### src/hw/cpu_ctrl_params.svh
`ifndef CPU_CTRL_PARAMS_SVH
`define CPU_CTRL_PARAMS_SVH

// instruction and data word width
`define CPU_CTRL_DATA_W 32

// register file address width
`define CPU_CTRL_RADDR_W 4

// register used as stack pointer
`define CPU_CTRL_REG_SP 15

// microsequence step counter width
`define CPU_CTRL_SEQ_W 3

`endif

### src/hw/cpu_ctrl_pkg.sv
`default_nettype none

`include "cpu_ctrl_params.svh"

package cpu_ctrl_pkg;

  typedef enum logic [1:0] {st_reset, st_exception, st_fetch, st_execute} ctrl_state_e;

  typedef enum logic [4:0] {
    i_nop, i_rts, i_rti, i_inc, i_dec, i_push, i_pop, i_cmp,
    i_mov, i_com, i_neg, i_mov_l, i_ext_b, i_ext, i_cli, i_sti,
    i_mov_b, i_alu_reg, i_alu_imm, i_branch, i_ldiu,
    i_st_l, i_ld_l, i_st_w, i_ld_w, i_st_b, i_ld_b,
    i_jmp, i_jsr, i_trap, i_illegal
  } instr_e;

  // low opcode bits of the immediate-mode branch group
  typedef enum logic [3:0] {
    br_always, br_eq, br_ne, br_gtu, br_gt, br_ge,
    br_le, br_lt, br_geu, br_ltu, br_leu, br_never
  } br_cond_e;

  // remaining codes come straight from the opcode
  typedef enum logic [2:0] {alu_add = 3'd2, alu_sub = 3'd3} alu_func_e;

  typedef enum logic [1:0] {alu2_reg, alu2_imm, alu2_four, alu2_one} alu2sel_e;

  typedef enum logic [2:0] {
    rs_alu, rs_mdr, rs_neg, rs_com, rs_mov, rs_uimm, rs_extb, rs_exth
  } regsel_e;

  typedef enum logic [3:0] {
    mdr_none = 4'h0, mdr_bus = 4'h1, mdr_rega = 4'h3, mdr_pc = 4'h6
  } mdrsel_e;

  typedef enum logic [1:0] {mar_none, mar_bus, mar_alu, mar_sp} marsel_e;

  typedef enum logic [2:0] {
    pc_hold, pc_inc, pc_mar, pc_rel, pc_alu, pc_vector
  } pcsel_e;

  typedef enum logic [1:0] {rw_none, rw_byte, rw_half, rw_long} reg_write_e;

  typedef struct packed {
    logic                          ir_write;
    logic [1:0]                    ccrsel;
    alu_func_e                     alu_func;
    alu2sel_e                      alu2sel;
    regsel_e                       regsel;
    logic [`CPU_CTRL_RADDR_W-1:0]  reg_read_addr1;
    logic [`CPU_CTRL_RADDR_W-1:0]  reg_read_addr2;
    logic [`CPU_CTRL_RADDR_W-1:0]  reg_write_addr;
    reg_write_e                    reg_write;
    mdrsel_e                       mdrsel;
    marsel_e                       marsel;
    pcsel_e                        pcsel;
    logic                          addrsel;  // 0 pc, 1 mar
    logic [3:0]                    byteenable;
    logic                          bus_cyc;
    logic                          bus_write;
  } ctrl_word_t;

endpackage

`default_nettype wire

### src/hw/ctrl_decode_if.sv
`default_nettype none
`timescale 1ns/1ns

`include "cpu_ctrl_params.svh"

interface ctrl_decode_if;
  import cpu_ctrl_pkg::*;

  instr_e                        op;
  br_cond_e                      cond;
  alu_func_e                     alu_func;
  logic [`CPU_CTRL_RADDR_W-1:0]  ra;
  logic [`CPU_CTRL_RADDR_W-1:0]  rb;
  logic [`CPU_CTRL_RADDR_W-1:0]  rc;
  logic [2:0]                    trap_code;

  modport dec (output op, cond, alu_func, ra, rb, rc, trap_code);

  modport user (input op, cond, alu_func, ra, rb, rc, trap_code);

endinterface

`default_nettype wire

### src/hw/ctrl_status_if.sv
`default_nettype none
`timescale 1ns/1ns

interface ctrl_status_if;

  logic       ie_set;     // enable interrupts
  logic       ie_clr;     // disable interrupts
  logic       exc_load;   // one-cycle pulse
  logic [3:0] exc_code;

  logic       int_en;
  logic [3:0] exception;
  logic       irq_take;   // enabled and pending

  modport seq (
    output ie_set, ie_clr, exc_load, exc_code,
    input  int_en, exception, irq_take
  );

  modport regs (
    input  ie_set, ie_clr, exc_load, exc_code,
    output int_en, exception, irq_take
  );

endinterface

`default_nettype wire

### src/hw/ctrl_decode.sv
`default_nettype none
`timescale 1ns/1ns

`include "cpu_ctrl_params.svh"

module ctrl_decode (
  input  logic [`CPU_CTRL_DATA_W-1:0] ir,
  ctrl_decode_if.dec                  dif
);
  import cpu_ctrl_pkg::*;

  logic [1:0] mode;
  logic [6:0] op7;  // register mode
  logic [3:0] op4;  // indirect and immediate modes
  logic [5:0] op6;  // direct mode
  instr_e     op;

  assign mode = ir[31:30];
  assign op7  = ir[29:23];
  assign op4  = ir[29:26];
  assign op6  = ir[29:24];

  always_comb begin
    op = i_illegal;
    case (mode)
      2'b00: begin
        case (op7)
          7'h00: op = i_nop;
          7'h01: op = i_rts;
          7'h02: op = i_rti;
          7'h03: op = i_inc;
          7'h04: op = i_dec;
          7'h05: op = i_push;
          7'h06: op = i_pop;
          7'h09: op = i_cmp;
          7'h0a: op = i_mov;
          7'h0b: op = i_com;
          7'h0c: op = i_neg;
          7'h0f: op = i_mov_l;
          7'h12: op = i_ext_b;
          7'h13: op = i_ext;
          7'h14: op = i_cli;
          7'h15: op = i_sti;
          7'h16: op = i_mov_b;
          default: if (op7[6:4] == 3'b010) op = i_alu_reg;  // rA <= rB op rC
        endcase
      end
      2'b01: begin
        case (op4)
          4'h0: op = i_st_l;
          4'h1: op = i_ld_l;
          4'h2: op = i_st_w;
          4'h3: op = i_ld_w;
          4'h4: op = i_st_b;
          4'h5: op = i_ld_b;
          4'h9: op = i_jmp;
          4'ha: op = i_jsr;
          default: op = i_illegal;
        endcase
      end
      2'b10: begin
        if (op4 <= 4'hb)
          op = i_branch;  // bra .. brn
        else if (op4 == 4'hc)
          op = i_ldiu;
      end
      default: begin
        if (op6[5:4] == 2'b00)
          op = i_alu_imm;  // rA <= rB op imm
        else if (op6 == 6'h32)
          op = i_trap;
      end
    endcase
  end

  assign dif.op        = op;
  assign dif.cond      = br_cond_e'(op4);
  assign dif.alu_func  = alu_func_e'((mode == 2'b00) ? op7[2:0] : op6[2:0]);
  assign dif.ra        = ir[19:16];
  assign dif.rb        = ir[15:12];
  assign dif.rc        = ir[11:8];
  assign dif.trap_code = ir[2:0];

endmodule

`default_nettype wire

### src/hw/ctrl_status.sv
`default_nettype none
`timescale 1ns/1ns

module ctrl_status (
  input  logic        clk_i,
  input  logic        rst_i,
  input  logic [2:0]  interrupt,
  ctrl_status_if.regs sif
);

  logic       int_en_q;
  logic [3:0] exc_q;

  always_ff @(posedge clk_i or posedge rst_i) begin
    if (rst_i) begin
      int_en_q <= 1'b0;
      exc_q    <= 4'h0;
    end else begin
      if (sif.ie_set)
        int_en_q <= 1'b1;
      else if (sif.ie_clr)
        int_en_q <= 1'b0;
      // load together with disable means an accepted interrupt
      if (sif.exc_load) begin
        if (sif.ie_clr)
          exc_q <= {1'b0, interrupt};
        else
          exc_q <= sif.exc_code;
      end
    end
  end

  assign sif.int_en    = int_en_q;
  assign sif.exception = exc_q;
  assign sif.irq_take  = int_en_q & (|interrupt);

endmodule

`default_nettype wire

### src/hw/ctrl_branch.sv
`default_nettype none
`timescale 1ns/1ns

module ctrl_branch (
  input  logic [2:0]  ccr,
  ctrl_decode_if.user dif,
  output logic        take
);
  import cpu_ctrl_pkg::*;

  logic ltu;
  logic lt;
  logic eq;

  assign {ltu, lt, eq} = ccr;

  always_comb begin
    case (dif.cond)
      br_always: take = 1'b1;
      br_eq:     take = eq;
      br_ne:     take = ~eq;
      br_gt:     take = ~(lt | eq);
      br_ge:     take = ~lt;
      br_le:     take = lt | eq;
      br_lt:     take = lt;
      br_gtu:    take = ~(ltu | eq);
      br_geu:    take = ~ltu;
      br_ltu:    take = ltu;
      br_leu:    take = ltu | eq;
      default:   take = 1'b0;  // brn and unused codes
    endcase
  end

endmodule

`default_nettype wire

### src/hw/ctrl_microcode.sv
`default_nettype none
`timescale 1ns/1ns

`include "cpu_ctrl_params.svh"

module ctrl_microcode (
  input  logic                     clk_i,
  input  logic                     rst_i,
  ctrl_decode_if.user              dif,
  ctrl_status_if.seq               sif,
  input  logic                     take,
  input  logic                     bus_ack,
  input  logic [1:0]               bus_align,
  output cpu_ctrl_pkg::ctrl_word_t cw
);
  import cpu_ctrl_pkg::*;

  localparam logic [`CPU_CTRL_RADDR_W-1:0] reg_sp = `CPU_CTRL_REG_SP;

  ctrl_state_e               state;
  ctrl_state_e               state_nxt;
  logic [`CPU_CTRL_SEQ_W-1:0] step;
  logic [`CPU_CTRL_SEQ_W-1:0] step_nxt;
  logic [3:0]                lanes;
  logic                      is_load;
  logic                      fin;       // last step, back to fetch
  logic                      wait_ack;  // bus step, hold until ack

  always_ff @(posedge clk_i or posedge rst_i) begin
    if (rst_i) begin
      state <= st_reset;
      step  <= '0;
    end else begin
      state <= state_nxt;
      step  <= step_nxt;
    end
  end

  assign is_load = dif.op inside {i_ld_l, i_ld_w, i_ld_b};

  // lane 3 carries the lowest address
  always_comb begin
    case (dif.op)
      i_ld_w, i_st_w: lanes = bus_align[1] ? 4'b0011 : 4'b1100;
      i_ld_b, i_st_b: lanes = 4'b1000 >> bus_align;
      default:        lanes = 4'b1111;
    endcase
  end

  always_comb begin
    state_nxt         = state;
    step_nxt          = step + 1'b1;
    fin               = 1'b0;
    wait_ack          = 1'b0;
    sif.ie_set        = 1'b0;
    sif.ie_clr        = 1'b0;
    sif.exc_load      = 1'b0;
    sif.exc_code      = 4'h0;
    cw                = '0;
    cw.alu_func       = alu_add;
    cw.reg_read_addr1 = dif.ra;
    cw.reg_read_addr2 = dif.rb;
    cw.reg_write_addr = dif.ra;
    cw.byteenable     = 4'b1111;

    case (state)
      st_reset: begin
        state_nxt = st_exception;
        step_nxt  = '0;
      end
      st_exception: begin
        case (step)
          3'd0: begin
            if (sif.exception == 4'h0) begin
              step_nxt = 3'd3;  // reset entry, nothing to push
            end else begin
              cw.alu2sel        = alu2_four;  // sp - 4
              cw.alu_func       = alu_sub;
              cw.reg_read_addr1 = reg_sp;
              cw.mdrsel         = mdr_pc;
            end
          end
          3'd1: begin
            cw.marsel         = mar_alu;
            cw.reg_write_addr = reg_sp;
            cw.reg_write      = rw_long;
          end
          3'd2: begin
            cw.addrsel   = 1'b1;
            cw.bus_cyc   = 1'b1;
            cw.bus_write = 1'b1;
            wait_ack     = 1'b1;
          end
          3'd3: cw.pcsel = pc_vector;
          3'd4: begin
            cw.bus_cyc = 1'b1;
            cw.marsel  = mar_bus;  // handler address
            wait_ack   = 1'b1;
          end
          default: begin
            cw.pcsel = pc_mar;
            fin      = 1'b1;
          end
        endcase
      end
      st_fetch: begin
        if (step == '0) begin
          cw.bus_cyc  = 1'b1;
          cw.ir_write = 1'b1;
          if (sif.irq_take) begin
            state_nxt    = st_exception;
            step_nxt     = '0;
            sif.ie_clr   = 1'b1;
            sif.exc_load = 1'b1;
          end else begin
            wait_ack = 1'b1;
          end
        end else begin
          cw.pcsel  = pc_inc;
          state_nxt = st_execute;
          step_nxt  = '0;
        end
      end
      default: begin
        case (dif.op)
          i_nop: fin = 1'b1;
          i_rts, i_rti: begin
            case (step)
              3'd0: begin
                cw.reg_read_addr1 = reg_sp;
                cw.alu2sel        = alu2_four;  // sp + 4
                cw.marsel         = mar_sp;
                if (dif.op == i_rti) begin
                  sif.ie_set   = 1'b1;
                  sif.exc_load = 1'b1;  // back to code 0
                end
              end
              3'd1: begin
                cw.reg_write      = rw_long;
                cw.reg_write_addr = reg_sp;
                cw.pcsel          = pc_mar;  // pc addresses the stack
              end
              3'd2: begin
                cw.marsel  = mar_bus;
                cw.bus_cyc = 1'b1;
                wait_ack   = 1'b1;
              end
              default: begin
                cw.pcsel = pc_mar;
                fin      = 1'b1;
              end
            endcase
          end
          i_inc, i_dec, i_cmp: begin
            if (dif.op != i_inc)
              cw.alu_func = alu_sub;
            if (step == '0) begin
              if (dif.op != i_cmp)
                cw.alu2sel = alu2_one;
            end else begin
              if (dif.op == i_cmp)
                cw.ccrsel = 2'h1;
              else
                cw.reg_write = rw_long;
              fin = 1'b1;
            end
          end
          i_push: begin
            case (step)
              3'd0: begin
                cw.alu2sel        = alu2_four;
                cw.alu_func       = alu_sub;
                cw.reg_read_addr1 = reg_sp;
              end
              3'd1: begin
                cw.marsel         = mar_alu;
                cw.mdrsel         = mdr_rega;
                cw.reg_write_addr = reg_sp;
                cw.reg_write      = rw_long;
              end
              3'd2: begin
                cw.addrsel   = 1'b1;
                cw.bus_cyc   = 1'b1;
                cw.bus_write = 1'b1;
                wait_ack     = 1'b1;
              end
              default: fin = 1'b1;
            endcase
          end
          i_pop: begin
            cw.addrsel = 1'b1;
            case (step)
              3'd0: begin
                cw.marsel         = mar_sp;
                cw.alu2sel        = alu2_four;
                cw.reg_read_addr1 = reg_sp;
              end
              3'd1: begin
                cw.reg_write      = rw_long;
                cw.reg_write_addr = reg_sp;
              end
              3'd2: begin
                cw.bus_cyc = 1'b1;
                cw.mdrsel  = mdr_bus;
                wait_ack   = 1'b1;
              end
              default: begin
                cw.regsel    = rs_mdr;
                cw.reg_write = rw_long;
                fin          = 1'b1;
              end
            endcase
          end
          i_mov, i_mov_b, i_mov_l, i_com, i_neg, i_ext, i_ext_b, i_ldiu: begin
            cw.reg_write = rw_long;
            fin          = 1'b1;
            case (dif.op)
              i_mov: begin
                cw.regsel    = rs_mov;
                cw.reg_write = rw_half;
              end
              i_mov_b: begin
                cw.regsel    = rs_mov;
                cw.reg_write = rw_byte;
              end
              i_mov_l: cw.regsel = rs_mov;
              i_com:   cw.regsel = rs_com;
              i_neg:   cw.regsel = rs_neg;
              i_ext:   cw.regsel = rs_exth;
              i_ext_b: cw.regsel = rs_extb;
              default: cw.regsel = rs_uimm;  // ldiu
            endcase
          end
          i_cli: begin
            sif.ie_clr = 1'b1;
            fin        = 1'b1;
          end
          i_sti: begin
            sif.ie_set = 1'b1;
            fin        = 1'b1;
          end
          i_alu_reg, i_alu_imm: begin
            cw.alu_func       = dif.alu_func;
            cw.reg_read_addr1 = dif.rb;
            if (dif.op == i_alu_reg)
              cw.reg_read_addr2 = dif.rc;
            else
              cw.alu2sel = alu2_imm;
            if (step != '0) begin
              cw.reg_write = rw_long;
              fin          = 1'b1;
            end
          end
          i_branch: begin
            if (take)
              cw.pcsel = pc_rel;
            fin = 1'b1;
          end
          i_ld_l, i_ld_w, i_ld_b, i_st_l, i_st_w, i_st_b: begin
            cw.addrsel = 1'b1;
            case (step)
              3'd0: begin
                cw.reg_read_addr1 = dif.rb;
                cw.alu2sel        = alu2_imm;  // rB + offset
              end
              3'd1: begin
                cw.marsel = mar_alu;
                if (!is_load)
                  cw.mdrsel = mdr_rega;
              end
              3'd2: begin
                cw.bus_cyc    = 1'b1;
                cw.bus_write  = ~is_load;
                cw.byteenable = lanes;
                if (is_load)
                  cw.mdrsel = mdr_bus;
                wait_ack = 1'b1;
              end
              3'd3: begin
                if (is_load) begin
                  cw.regsel    = rs_mdr;
                  cw.reg_write = rw_long;
                end else begin
                  fin = 1'b1;
                end
              end
              default: fin = 1'b1;
            endcase
          end
          i_jmp, i_jsr: begin
            case (step)
              3'd0: begin
                cw.reg_read_addr1 = dif.rb;
                cw.alu2sel        = alu2_imm;
              end
              3'd1: begin
                cw.pcsel = pc_alu;
                if (dif.op == i_jmp) begin
                  fin = 1'b1;
                end else begin
                  cw.alu2sel        = alu2_four;  // sp - 4, mdr keeps return pc
                  cw.alu_func       = alu_sub;
                  cw.reg_read_addr1 = reg_sp;
                  cw.mdrsel         = mdr_pc;
                end
              end
              3'd2: begin
                cw.marsel         = mar_alu;
                cw.reg_write_addr = reg_sp;
                cw.reg_write      = rw_long;
              end
              3'd3: begin
                cw.addrsel   = 1'b1;
                cw.bus_cyc   = 1'b1;
                cw.bus_write = 1'b1;
                wait_ack     = 1'b1;
              end
              default: fin = 1'b1;
            endcase
          end
          i_trap: begin
            sif.exc_load = 1'b1;
            sif.exc_code = {1'b1, dif.trap_code};  // software traps are 8..15
            state_nxt    = st_exception;
            step_nxt     = '0;
          end
          default: begin
            sif.exc_load = 1'b1;
            sif.exc_code = 4'h3;  // bad opcode
            state_nxt    = st_exception;
            step_nxt     = '0;
          end
        endcase
      end
    endcase

    if (fin) begin
      state_nxt = st_fetch;
      step_nxt  = '0;
    end
    if (wait_ack && !bus_ack) begin
      state_nxt = state;
      step_nxt  = step;
    end
  end

endmodule

`default_nettype wire

### src/hw/cpu_control.sv
`default_nettype none
`timescale 1ns/1ns

`include "cpu_ctrl_params.svh"

module cpu_control (
  input  logic                        clk_i,
  input  logic                        rst_i,
  input  logic [`CPU_CTRL_DATA_W-1:0] ir,
  input  logic [2:0]                  ccr,
  input  logic                        bus_ack,
  input  logic [2:0]                  interrupt,
  input  logic [1:0]                  bus_align,
  output logic                        ir_write,
  output logic [1:0]                  ccrsel,
  output logic [2:0]                  alu_func,
  output logic [1:0]                  alu2sel,
  output logic [2:0]                  regsel,
  output logic [3:0]                  reg_read_addr1,
  output logic [3:0]                  reg_read_addr2,
  output logic [3:0]                  reg_write_addr,
  output logic [1:0]                  reg_write,
  output logic [3:0]                  mdrsel,
  output logic [1:0]                  marsel,
  output logic [2:0]                  pcsel,
  output logic                        addrsel,
  output logic [3:0]                  byteenable,
  output logic                        bus_cyc,
  output logic                        bus_write,
  output logic                        int_en,
  output logic [3:0]                  exception
);
  import cpu_ctrl_pkg::*;

  ctrl_decode_if dif ();
  ctrl_status_if sif ();

  ctrl_word_t cw;
  logic       take;

  ctrl_decode i_decode (.ir(ir), .dif(dif));

  ctrl_status i_status (.clk_i(clk_i), .rst_i(rst_i), .interrupt(interrupt), .sif(sif));

  ctrl_branch i_branch (.ccr(ccr), .dif(dif), .take(take));

  ctrl_microcode i_microcode (
    .clk_i     (clk_i),
    .rst_i     (rst_i),
    .dif       (dif),
    .sif       (sif),
    .take      (take),
    .bus_ack   (bus_ack),
    .bus_align (bus_align),
    .cw        (cw)
  );

  // control word onto the datapath ports
  assign ir_write       = cw.ir_write;
  assign ccrsel         = cw.ccrsel;
  assign alu_func       = cw.alu_func;
  assign alu2sel        = cw.alu2sel;
  assign regsel         = cw.regsel;
  assign reg_read_addr1 = cw.reg_read_addr1;
  assign reg_read_addr2 = cw.reg_read_addr2;
  assign reg_write_addr = cw.reg_write_addr;
  assign reg_write      = cw.reg_write;
  assign mdrsel         = cw.mdrsel;
  assign marsel         = cw.marsel;
  assign pcsel          = cw.pcsel;
  assign addrsel        = cw.addrsel;
  assign byteenable     = cw.byteenable;
  assign bus_cyc        = cw.bus_cyc;
  assign bus_write      = cw.bus_write;
  assign int_en         = sif.int_en;
  assign exception      = sif.exception;

endmodule

`default_nettype wire

### config.mk
export PLATFORM = sky130hd
export DESIGN_NAME = cpu_control
export DESIGN_NICKNAME = d
export VERILOG_FILES = /design/src/hw/cpu_ctrl_pkg.sv /design/src/hw/ctrl_decode_if.sv /design/src/hw/ctrl_status_if.sv /design/src/hw/ctrl_decode.sv /design/src/hw/ctrl_status.sv /design/src/hw/ctrl_branch.sv /design/src/hw/ctrl_microcode.sv /design/src/hw/cpu_control.sv
export VERILOG_INCLUDE_DIRS = /design/src /design/src/hw
export SDC_FILE = /design/constraint.sdc
export NUM_CORES = 1
export LEC_CHECK = 0
export BUFFER_PORTS_ARGS = -buffer_cell sky130_fd_sc_hd__buf_2
export CORE_MARGIN = 2
export CORE_UTILIZATION = 49
export DETAILED_ROUTE_END_ITERATION = 8
export PLACE_DENSITY = 0.77
export SLEW_MARGIN = 20
export SYNTH_ARGS = -nofsm -noshare
export SYNTH_HDL_FRONTEND = slang
export SYNTH_SLANG_ARGS = --single-unit
### constraint.sdc
create_clock -name clk_i -period 5.95 [get_ports clk_i]
set_clock_uncertainty 0.05 [all_clocks]
set_input_delay 1.4875 -clock clk_i [delete_from_list [all_inputs] [get_ports clk_i]]
set_output_delay 1.4875 -clock clk_i [all_outputs]
set_load 0.02 [all_outputs]
==> results.toml <==
[synthesis]
synth_mux_area_frac = 0.0328
synth_flop_cell = "dfrtp_1"
yosysWarnings = 0
async_flop_share = 1.00
ys_types = 77
synth_top_area_frac = 0.0862
netlist_top_cells_count = "nand2_1 (47), nor2_1 (36), o21ai_0 (36)"
synth-compound-area-share = 0.375
avgSynthCellArea_um2 = 6.59
synth.most_common_cell = "nand2_1"
synth.area.top_cells = "dfrtp_1 (8.6%), o21ai_0 (6.2%), nand2_1 (6.1%)"
synth-xor-area-share = 0.0151
synth_seq_cells = 10
synth_top_family_by_area = "compound AO/OA/AOI/OAI gates"
syn_inst = 440
synth_edf_count = 0
synth_adder_area_share = 0.0604
yosys.area_share.simple = 0.356
yosysTopAreaCell = "dfrtp_1"
synth_area_um2 = 2900
seq_area_frac_synth = 0.0862

[power_and_ir_drop]
power_mw = 1.17
p_leak_nw = 1.79
cellPowerDensity_nw_per_um2 = 289
ir_drop_mv = 0.300

[cells_and_area]
drive_above_1_share = 0.363
area_delta_synth_final_pct = 39.6
num-fill-cells = 520
final_util = 0.696
finish.instance_area_um2 = 4050
fin_cells = 632
nNetsFinal = 616
n_antenna_cell = 0

[clock_tree]
cts_max_level = 1
clk_latency_ps = 240
cts_tree = "done"
clkSinkCount = 10
ctsRootBufferMaster = "clkbuf_8"
cts_buffer_depth = 2
clkTransAtPathRegs_ps = 40
cts-buffers-inserted = 3

[setup_path]
critPathLaunchType = "primary input"
slowest_delay_ps = 520
crit_path_end_kind = "output pin"
critical_path_required_ps = 4410
worst-path-max-fanout = 8
cp_common_cell = "buf_4"
cp_cell_sequence = "buf_4, ha_1, o31a_1, nor2_1, o211ai_1, o21ai_4, o21ai_0, o22a_1, buf_4, a2111oi_1, buf_4, o21ai_0, buf_2"
critPathKind = "in2out"
slowest_stage = "a2111oi_1"
r2r_setup_slack_ps = 2830
worst_ep_arrival_time_ps = 4340

[run_status]
outcome = "finished, final reports clean"

[die]
die_area_um2 = 6550
ios = 89
die_x_um = 81.0
start_util = 0.499
row_count = 28
core_area_um2 = 5820
die_h_um = 81.0

[global_route]
grt_pass1_wl_um = 16500
grt_start_max_net_pins = 26
grt_pass1_vias = 3469
antenna_found_initial = 0
grt_overflow = 0
grt_usage = 0.312

[worst_hold_path]
holdCritPathClass = "reg2reg"

[drt]
dr.pass1.iters = 6
wire_per_inst_um = 16.9
antenna_left = 0
finalWirelength_um = 10700
avgViaCountPerCell = 6.21
drt_iter0_markers = 435
via_count = 3922
drc = 0

[timing]
maxSlewViolCount = 0
fin_ws_ps = 77.4
setup_tns_ps = 0
min_period_over_period = 0.987
setup_viol = 0
holdWs_ps = 472
finalHoldViolCount = 0
slew_headroom = 0.481
worstMarginPinSlew_ps = 779
max_freq_mhz = 170
period_needed_ps = 5870

[placed_design]
gp_congestion = 1.01
dp_cells = 622
placed_area_um2 = 3700
port_buffers = 78
dp.final_hpwl_um = 8190
dpl_worst_slack_ps = -254

[flow_run]
cap_violations = 0
==> where the power goes <==
part	total, mW	internal (mW)	switching, mW
sequential	0.137	0.0951	0.0418
combinational	0.964	0.360	0.604
clock	0.0693	0.0442	0.0251
total	1.17	0.500	0.671
==> layout make-up <==
cell class / instances / area [um^2] / area share
multi-input combinational: 386 / 2670 / 0.658
timing repair buffer: 142 / 938 / 0.232
sequential: 10 / 250 / 0.0618
tap: 75 / 93.8 / 0.0232
inverter: 16 / 60.1 / 0.0148
clock buffer: 3 / 41.3 / 0.0102
==> worst max-delay path, delay by kind of cell <==
family                   cells  cell delay, ps
AO/OA/AOI/OAI                7            1830
adder cells (fa/ha/maj)      1             200
AND/OR/NAND/NOR              1             150
buffers and inverters        4             670
==> flip-flops by register name, indices dropped and copies added (netlist names) <==
register                cells
i_microcode.state           2
i_status.sif.int_en         1
i_microcode.step            3
i_status.sif.exception      4
==> cells by family after synthesis <==
group           after synthesis
flops                        10
xor+xnor                      5
compound gates              159
simple gates                197
buf+inv                      45
mux                           9
fa+ha+maj                    14
other cells                   1
==> path summary, 6_finish.rpt <==
check / endpoint / from / cells past startpoint
setup / recovery: byteenable[2] / ir[26] / 13
hold / removal: i_status.sif.exception[3] / i_status.sif.exception[3] / 1
setup reg to reg: i_microcode.step[1] / i_microcode.step[0] / 10
hold reg to reg: i_status.sif.exception[3] / i_status.sif.exception[3] / 1
max in group asynchronous: i_status.sif.int_en / rst_i / 2
min in group asynchronous: i_status.sif.exception[2] / rst_i / 2
==> what timing repair did <==
action                     CTS  global route
buffers inserted             1             6
setup endpoints to repair   16            26
resized for setup           11            51
gates cloned                 0             0
hold buffers                 0             0
pin swaps                    3            15
==> per-layer routing <==
layer / global-route usage / share of wire / up-vias
li1: - / - / 1871
met5: 0 / 0 / -
met3: 0.0367 / 0.080 / 32
met4: 0.0763 / 0.024 / 0
met2: 0.547 / 0.50 / 187
met1: 0.405 / 0.39 / 1832
==> layout by cell type (no fill, tap or decap), types with 4 or more instances in the layout <==
master / n
ha_1: 12
nand3b_1: 4
and3_1: 10
nand2b_1: 12
buf_2: 72
a21oi_2: 4
buf_4: 63
mux2_2: 4
a21o_1: 5
nor2b_1: 13
a21oi_1: 28
nand2_1: 45
inv_1: 14
o21ai_0: 32
a31oi_1: 13
and2_1: 6
a22oi_1: 4
dfrtp_1: 10
o31ai_1: 6
o22ai_1: 6
o211ai_1: 6
a211oi_1: 4
mux2i_1: 5
nand3_1: 18
nor2_1: 35
nor3_1: 18
Note: power is estimated with default switching activity, not from simulation.
